[config.mk]
export PLATFORM = sky130hd
export DESIGN_NAME = pin_bridge_top
export DESIGN_NICKNAME = d
export VERILOG_FILES = /design/src/hdl/pin_bus_pkg.sv /design/src/hdl/beat_counter.sv /design/src/hdl/bus_sequencer.sv /design/src/hdl/in_deserializer.sv /design/src/hdl/out_serializer.sv /design/src/hdl/pin_bridge_top.sv
export VERILOG_INCLUDE_DIRS = /design/src /design/src/hdl
export SDC_FILE = /design/constraint.sdc
export NUM_CORES = 1
export LEC_CHECK = 0
export BUFFER_PORTS_ARGS = -buffer_cell sky130_fd_sc_hd__buf_2
export CAP_MARGIN = 20
export CORE_AREA = 5 5 138 140
export DETAILED_ROUTE_END_ITERATION = 16
export DIE_AREA = 0 0 143 145
export SYNTH_ARGS = -nofsm -noshare
export SYNTH_HDL_FRONTEND = slang
export SYNTH_SLANG_ARGS = --single-unit
[constraint.sdc]
create_clock -name clk -period 4.64 [get_ports clk]
set_input_delay 0.464 -clock clk [delete_from_list [all_inputs] [get_ports clk]]
set_output_delay 0.464 -clock clk [all_outputs]
set_load 0.005 [all_outputs]
[src/hdl/pin_bus_macros.svh]
// Pin bus width macros
`ifndef PIN_BUS_MACROS_SVH
`define PIN_BUS_MACROS_SVH

// Processor side word, used for both address and data
`define PB_WORD_W 32

// External pin port
`define PB_PIN_W 8

// Byte beats needed to move one word over the pins
`define PB_BEATS 4

// Width of a beat index within one phase
`define PB_BEAT_W 2

`endif

[src/hdl/pin_bus_pkg.sv]
// Pin bus shared types
`default_nettype none

`include "pin_bus_macros.svh"

package pin_bus_pkg;

  typedef logic [`PB_WORD_W-1:0] word_t;     // Address or data word
  typedef logic [`PB_PIN_W-1:0]  pin_byte_t; // One byte on the pins
  typedef logic [`PB_BEAT_W-1:0] beat_idx_t; // Beat number within a phase

  // Sequencer phases of one transaction
  typedef enum logic [2:0] {
    ST_IDLE  = 3'd0,
    ST_ADDR  = 3'd1,
    ST_WDATA = 3'd2,
    ST_RDATA = 3'd3,
    ST_DONE  = 3'd4
  } seq_state_t;

  // Master request, valid is a one cycle strobe
  typedef struct packed {
    logic  valid;
    logic  we;    // High for write
    word_t addr;
    word_t wdata;
  } bus_req_t;

  // Completion back to the master
  typedef struct packed {
    logic  done;  // One cycle pulse
    word_t rdata; // Valid with done on reads
  } bus_rsp_t;

  // Outgoing pin bundle
  typedef struct packed {
    pin_byte_t data;
    logic      oe;         // Bridge drives the byte lane
    logic      strobe;     // One cycle per beat
    logic      addr_phase; // Address beats
  } pin_out_t;

endpackage

`default_nettype wire

[src/hdl/beat_counter.sv]
// Byte beat counter
`default_nettype none

`include "pin_bus_macros.svh"

module beat_counter (
  input  wire                      clk,
  input  wire                      rst,
  input  pin_bus_pkg::seq_state_t  state,
  output pin_bus_pkg::beat_idx_t   beat,
  output logic                     last_beat
);

  logic active; // Current state moves bytes over the pins

  assign active = (state == pin_bus_pkg::ST_ADDR)  ||
                  (state == pin_bus_pkg::ST_WDATA) ||
                  (state == pin_bus_pkg::ST_RDATA);

  assign last_beat = active && (beat == pin_bus_pkg::beat_idx_t'(`PB_BEATS - 1));

  // The final beat coincides with the phase change, so clearing there
  // starts the next phase at beat 0
  always_ff @(posedge clk) begin
    if (rst) begin
      beat <= '0;
    end else if (active && !last_beat) begin
      beat <= beat + 1'b1;
    end else begin
      beat <= '0;
    end
  end

endmodule

`default_nettype wire

[src/hdl/bus_sequencer.sv]
// Transaction sequencer FSM
`default_nettype none

module bus_sequencer (
  input  wire                      clk,
  input  wire                      rst,
  input  wire                      req_valid,
  input  wire                      req_we,
  input  wire                      last_beat,
  output pin_bus_pkg::seq_state_t  state,
  output logic                     load,
  output logic                     busy,
  output logic                     done
);

  pin_bus_pkg::seq_state_t state_nxt;
  logic                    we_q; // Write flag of the transaction in flight

  // Requests only count while idle, anything else is dropped
  assign load = req_valid && (state == pin_bus_pkg::ST_IDLE);

  always_comb begin
    state_nxt = state;
    unique case (state)
      pin_bus_pkg::ST_IDLE: begin
        if (load) begin
          state_nxt = pin_bus_pkg::ST_ADDR;
        end
      end
      pin_bus_pkg::ST_ADDR: begin
        if (last_beat) begin
          state_nxt = we_q ? pin_bus_pkg::ST_WDATA : pin_bus_pkg::ST_RDATA;
        end
      end
      pin_bus_pkg::ST_WDATA: begin
        if (last_beat) begin
          state_nxt = pin_bus_pkg::ST_DONE;
        end
      end
      pin_bus_pkg::ST_RDATA: begin
        if (last_beat) begin
          state_nxt = pin_bus_pkg::ST_DONE;
        end
      end
      pin_bus_pkg::ST_DONE: begin
        state_nxt = pin_bus_pkg::ST_IDLE; // Single cycle completion
      end
      default: begin
        state_nxt = pin_bus_pkg::ST_IDLE;
      end
    endcase
  end

  always_ff @(posedge clk) begin
    if (rst) begin
      state <= pin_bus_pkg::ST_IDLE;
      we_q  <= 1'b0;
    end else begin
      state <= state_nxt;
      if (load) begin
        we_q <= req_we; // Captured with the request
      end
    end
  end

  // Busy covers every phase including done, so it drops the cycle after done
  assign busy = (state != pin_bus_pkg::ST_IDLE);
  assign done = (state == pin_bus_pkg::ST_DONE);

endmodule

`default_nettype wire

[src/hdl/in_deserializer.sv]
// Read data deserializer
`default_nettype none

`include "pin_bus_macros.svh"

module in_deserializer (
  input  wire                      clk,
  input  wire                      rst,
  input  pin_bus_pkg::seq_state_t  state,
  input  pin_bus_pkg::beat_idx_t   beat,
  input  pin_bus_pkg::pin_byte_t   pin_in,
  output pin_bus_pkg::word_t       rdata
);

  // Each read beat lands in its own byte lane, last lane is in by done
  always_ff @(posedge clk) begin
    if (rst) begin
      rdata <= '0;
    end else if (state == pin_bus_pkg::ST_RDATA) begin
      rdata[beat*`PB_PIN_W +: `PB_PIN_W] <= pin_in;
    end
  end

endmodule

`default_nettype wire

[src/hdl/out_serializer.sv]
// Address and write data serializer
`default_nettype none

`include "pin_bus_macros.svh"

module out_serializer (
  input  wire                      clk,
  input  wire                      rst,
  input  wire                      load,
  input  pin_bus_pkg::word_t       addr,
  input  pin_bus_pkg::word_t       wdata,
  input  pin_bus_pkg::seq_state_t  state,
  input  pin_bus_pkg::beat_idx_t   beat,
  output pin_bus_pkg::pin_out_t    pins
);

  pin_bus_pkg::word_t    addr_q;
  pin_bus_pkg::word_t    wdata_q;
  pin_bus_pkg::word_t    word_sel;  // Word of the current phase
  pin_bus_pkg::pin_byte_t byte_sel;
  logic                  out_phase;

  always_ff @(posedge clk) begin
    if (rst) begin
      addr_q  <= '0;
      wdata_q <= '0;
    end else if (load) begin
      addr_q  <= addr;
      wdata_q <= wdata;
    end
  end

  assign out_phase = (state == pin_bus_pkg::ST_ADDR) ||
                     (state == pin_bus_pkg::ST_WDATA);

  assign word_sel = (state == pin_bus_pkg::ST_ADDR) ? addr_q : wdata_q;
  assign byte_sel = word_sel[beat*`PB_PIN_W +: `PB_PIN_W]; // LSB first

  always_comb begin
    pins.data       = out_phase ? byte_sel : '0;
    pins.oe         = out_phase;
    pins.strobe     = out_phase || (state == pin_bus_pkg::ST_RDATA);
    pins.addr_phase = (state == pin_bus_pkg::ST_ADDR);
  end

endmodule

`default_nettype wire

[src/hdl/pin_bridge_top.sv]
// Pin bus bridge top
`default_nettype none

module pin_bridge_top (
  input  wire                     clk,
  input  wire                     rst,
  input  pin_bus_pkg::bus_req_t   req,
  input  pin_bus_pkg::pin_byte_t  pin_in,
  output logic                    busy,
  output pin_bus_pkg::bus_rsp_t   rsp,
  output pin_bus_pkg::pin_out_t   pins
);

  pin_bus_pkg::seq_state_t state;
  pin_bus_pkg::beat_idx_t  beat;
  pin_bus_pkg::word_t      rdata;
  logic                    load;
  logic                    last_beat;
  logic                    done;

  bus_sequencer u_seq (
    .clk       (clk),
    .rst       (rst),
    .req_valid (req.valid),
    .req_we    (req.we),
    .last_beat (last_beat),
    .state     (state),
    .load      (load),
    .busy      (busy),
    .done      (done)
  );

  beat_counter u_beat (
    .clk       (clk),
    .rst       (rst),
    .state     (state),
    .beat      (beat),
    .last_beat (last_beat)
  );

  out_serializer u_ser (
    .clk   (clk),
    .rst   (rst),
    .load  (load),
    .addr  (req.addr),
    .wdata (req.wdata),
    .state (state),
    .beat  (beat),
    .pins  (pins)
  );

  in_deserializer u_deser (
    .clk    (clk),
    .rst    (rst),
    .state  (state),
    .beat   (beat),
    .pin_in (pin_in),
    .rdata  (rdata)
  );

  assign rsp = {done, rdata}; // Completion with read word

endmodule

`default_nettype wire

== Word level (Yosys, flattened, before mapping) ==
Index checks and enable logic that the tools add are counted.
Word-level totals
  input bits: 76
  bits in registers: 102
  output and inout bits: 45
Operators by class
  shifts and indexed selects: 3
  reductions and logical operators: 11
  muxes and demuxes: 8
  add/sub/neg operators: 2
  equality and inequality tests: 8
  bitwise operators: 1
Operators with widths (number)
  5-bit negation with 34-bit output: 1
  8-bit by 34-bit variable shift with 32-bit output, first input constant: 1
  8-bit by 34-bit indexed part select with 32-bit output: 1
  32-bit bitwise mux: 1
  32-bit two-way mux: 1
  32-bit by 6-bit indexed part select with 8-bit output: 1
  3-bit two-way mux: 3
  3-bit one-hot mux with 3 select lines: 1
  8-bit two-way mux: 1
  3-bit by 2-bit == test with 1-bit output, second input constant: 2
  2-bit by 1-bit inequality test with 1-bit output, second input constant: 2
  2-bit OR reduction: 2
  3-bit by 1-bit == test with 1-bit output, second input constant: 1
  3-bit == test, second input constant: 1
  1-bit logical AND: 3
  3-bit zero test: 1
  3-bit AND reduction: 1
  3-bit nonzero test: 1
  2-bit by 1-bit adder with 2-bit output, second input constant: 1
  2-bit == test, second input constant: 1
  1-bit logical OR: 2
  2-bit inequality test, second input constant: 1
  1-bit zero test: 1
  1-bit two-way mux: 1
  1-bit inverter: 1

== Logic depth before layout (Yosys ltp) ==
  depth in word-level cells: 8
  depth in mapped cells: 8
  mapped depth without buffers: 5

== Modules after synthesis ==
A second synthesis with hierarchy kept.
Second synthesis, totals
  cell total of the unflattened synthesis: 428
  area, all modules: 4500.6 um^2
By module, submodules not included
  out_serializer: seq. area each 1281.2 um^2, cells an instance 241, times used 1, area each 2772.7 um^2
  in_deserializer: seq. area each 640.6 um^2, cells an instance 160, times used 1, area each 1426.4 um^2
  bus_sequencer: seq. area each 80.1 um^2, cells an instance 18, times used 1, area each 193.9 um^2
  beat_counter: seq. area each 40.0 um^2, cells an instance 8, times used 1, area each 100.1 um^2
  pin_bridge_top: seq. area each 0.0 um^2, cells an instance 1, times used 1, area each 7.5 um^2

== Worst setup path before layout ==
No wires, ideal clock.
  path type: register to output
  start point: reg u_seq.state[1]
  end point: out pins[9] (netlist bit)
  stages on the path, launching flop included: 5
  data required time: 4.176 ns
  arrival time: 1.584 ns
  path slack: 2.592 ns
  path buffers: 1
  path through: dfxtp_1 -> buf_4 -> nor3b_4 -> mux4_1 -> a22o_1
RTL lines
  start: declaration: RTL line bus_sequencer.sv:10  | output pin_bus_pkg::seq_state_t state,
  start signal: assignment: RTL line bus_sequencer.sv:56  | state <= pin_bus_pkg::ST_IDLE;
  start signal: assignment: RTL line bus_sequencer.sv:59  | state <= state_nxt;
  end: declaration: RTL line pin_bridge_top.sv:11  | output pin_bus_pkg::pin_out_t pins

==> results.sh <==
export IMPL_grt_max_degree=102
export IMPL_die_y_um=145
export IMPL_synth_seq_cells=102
export IMPL_postCtsSetupRepairBufs=0
export IMPL_power_density_nw_per_um2=355
export IMPL_dp_hpwl_um=9260
export IMPL_critPathLaunchType="flip-flop"
export IMPL_hp_class="in2reg"
export IMPL_cts_tree="done"
export IMPL_cts_buffers_inserted=9
export IMPL_pre_cts_ws_ps=1710
export IMPL_grt_busiest_layer="met2"
export IMPL_drt_pre_antenna_iters=5
export IMPL_yosys_area_top_type="dfxtp_1"
export IMPL_rsz0062_at_grt="no"
export IMPL_reg2reg_slack_ps=2490
export IMPL_clock_skew_final_ps=5.40
export IMPL_synth_area_leaders="dfxtp_1, nand2_1, a21oi_1"
export IMPL_start_util_pct=24.5
export IMPL_final_common_cell="nand2_1"
export IMPL_cp_arrival_ps=2820
export IMPL_cts_hold_buf=0
export IMPL_slowest_stage="nor3b_4"
export IMPL_final_period_utilization_pct=70.8
export IMPL_use_met3_pct=3.09
export IMPL_p_leak_uw=0.00214
export IMPL_cap_violations=0
export IMPL_crit_type="reg2out"
export IMPL_drive_gt1_share_pct=26.2
export IMPL_synth_nets=583
export IMPL_viasPerCell=4.47
export IMPL_ios=121
export IMPL_max_vdd_ir_drop_v=0.000181
export IMPL_post_drt_wl_per_cell_um=15.3
export IMPL_die_area_sq_um=20700
export IMPL_holdWs_ps=355
export IMPL_final_cell_mix="nand2_1, buf_2, dfxtp_1, a21oi_1, nand3_1"
export IMPL_cp_data_required_time_ps=4180
export IMPL_synthToLayoutAreaGrowth_pct=22.2
export IMPL_drv_slew=0
export IMPL_finalHoldViolations=0
export IMPL_dieWidth_um=143
export IMPL_use_met2_pct=20.4
export IMPL_tightest_slew_ps=1050
export IMPL_grt_overflow=0
export IMPL_grt_pass1_vias=3603
export IMPL_syn_cell_area_sq_um=4340
export IMPL_n_antenna_cell=0
export IMPL_gp_congestion=0.759
export IMPL_io_buffers=120
export IMPL_antenna_found_initial=0
export IMPL_rows=49
export IMPL_drc=0
export IMPL_finalSetupViolCount=0
export IMPL_crit_chain="nor3b_4, mux4_1, a22o_1, buf_2"
export IMPL_grt_pass1_wl_um=19700
export IMPL_grt_total_usage_pct=12.0
export IMPL_yosys_area_top_type_share_pct=47.0
export IMPL_clockBufferDepth=2
export IMPL_layout_nets=676
export IMPL_yosysUniqueCellTypes=31
export IMPL_utilization_pct=30.0
export IMPL_core_area_sq_um=17700
export IMPL_synth_warnings=0
export IMPL_drt_antenna_violating_nets=0
export IMPL_cts_clk_slew_worst_paths_ps=70
export IMPL_status="complete, no violations"
export IMPL_clock_latency_ps=340
export IMPL_drt_iter0_drc=258
export IMPL_cp_max_fo=17
export IMPL_htreeDepth=3
export IMPL_ctsRootBufferMaster="clkbuf_16"
export IMPL_ys_seq_area_share_pct=47.0
export IMPL_syn_inst=502
export IMPL_layout_setup_ws_ps=1350
export IMPL_gr_usage_met1_pct=15.5
export IMPL_critical_path_max_stage_delay_ps=810
export IMPL_wl_um=12700
export IMPL_tns_ps=0
export IMPL_timing_fmax_mhz=304
export IMPL_ctsResizeCount=0
export IMPL_end_kind="primary output"
export IMPL_max_slew_margin_rel_pct=30.0
export IMPL_clkSinkCount=102
export IMPL_fin_crit_ps=3290
export IMPL_vias=3702
export IMPL_synth_avg_cell_area_sq_um=8.65
==> synth_stat cells, drive strengths merged <==
cell,count
nand4b,4
or3,1
nor4b,1
or4b,1
and2,1
a21oi,98
dfxtp,102
xnor2,1
nand2,163
inv,3
nor2b,1
ha,5
nor3,5
mux2i,1
clkbuf,15
and4b,4
nand3,32
mux4,16
nor3b,5
or4,1
o21ai,1
and3b,1
buf,27
a22o,8
nor2,5
==> metrics by stage <==
step	total power [uW]	instances	cell area, sq um
2_1_floorplan	1090	502	4340
3_3_place_gp	1160	812	5010
3_5_place_dp	1160	812	5010
4_1_cts	1900	828	5300
5_1_grt	1970	829	5310
6_report	1880	829	5310
==> layout make-up <==
type	instances	area, sq um
repair buffers	124	637
clock buffers	11	233
fillers	1902	12400
flip-flops and latches	102	2040
well taps	229	287
multi-input cells	355	2040
inverters	3	11.3
clock inverters	5	57.6
==> registers in the layout, summed over array words and instances, names as in the netlist <==
name / count
u_deser.rdata: 32
u_ser.wdata_q: 32
u_ser.addr_q: 32
u_beat.beat: 2
u_seq.we_q: 1
u_seq.state: 3
==> per-layer routing <==
| layer | up-vias | part of all wire [%] |
|---|---|---|
| li1 | 1905 | - |
| met1 | 1677 | 44 |
| met2 | 112 | 49 |
| met3 | 8 | 6.3 |
| met4 | 0 | 0.78 |
| met5 | - | 0 |
==> cells by family (layout without fill, tap and decap cells) <==
group	after synthesis	count (layout)	synth area share, %
mux	17	17	8.78
buf+inv	45	143	6.19
flops	102	102	47.0
simple gates	225	225	23.4
xor+xnor	1	1	0.202
fa+ha+maj	5	5	1.44
compound gates	107	107	13.0
==> worst max-delay path, delay by kind of cell, from the launching register on <==
family	cells	cell delay (ps)
and+or+nand+nor	1	810
AOI/OAI and AO/OA	1	220
muxes	1	630
DFF	1	670
buffers and inverters	1	130
==> power breakdown <==
| group | switching, uW | total, uW | internal (uW) |
|---|---|---|---|
| logic | 113 | 198 | 84.9 |
| clock network | 329 | 750 | 421 |
| registers | 23.7 | 936 | 912 |
| total | 466 | 1880 | 1420 |
==> worst paths after layout <==
path	from	endpoint	depth (start not counted)
setup / recovery	u_seq.state[0]	pins[9]	4
hold / removal	req[13]	u_ser.wdata_q[13]	3
setup reg to reg	u_beat.beat[0]	u_deser.rdata[31]	6
hold reg to reg	u_deser.rdata[19]	u_deser.rdata[19]	2
(Power assumes the default switching activity.)
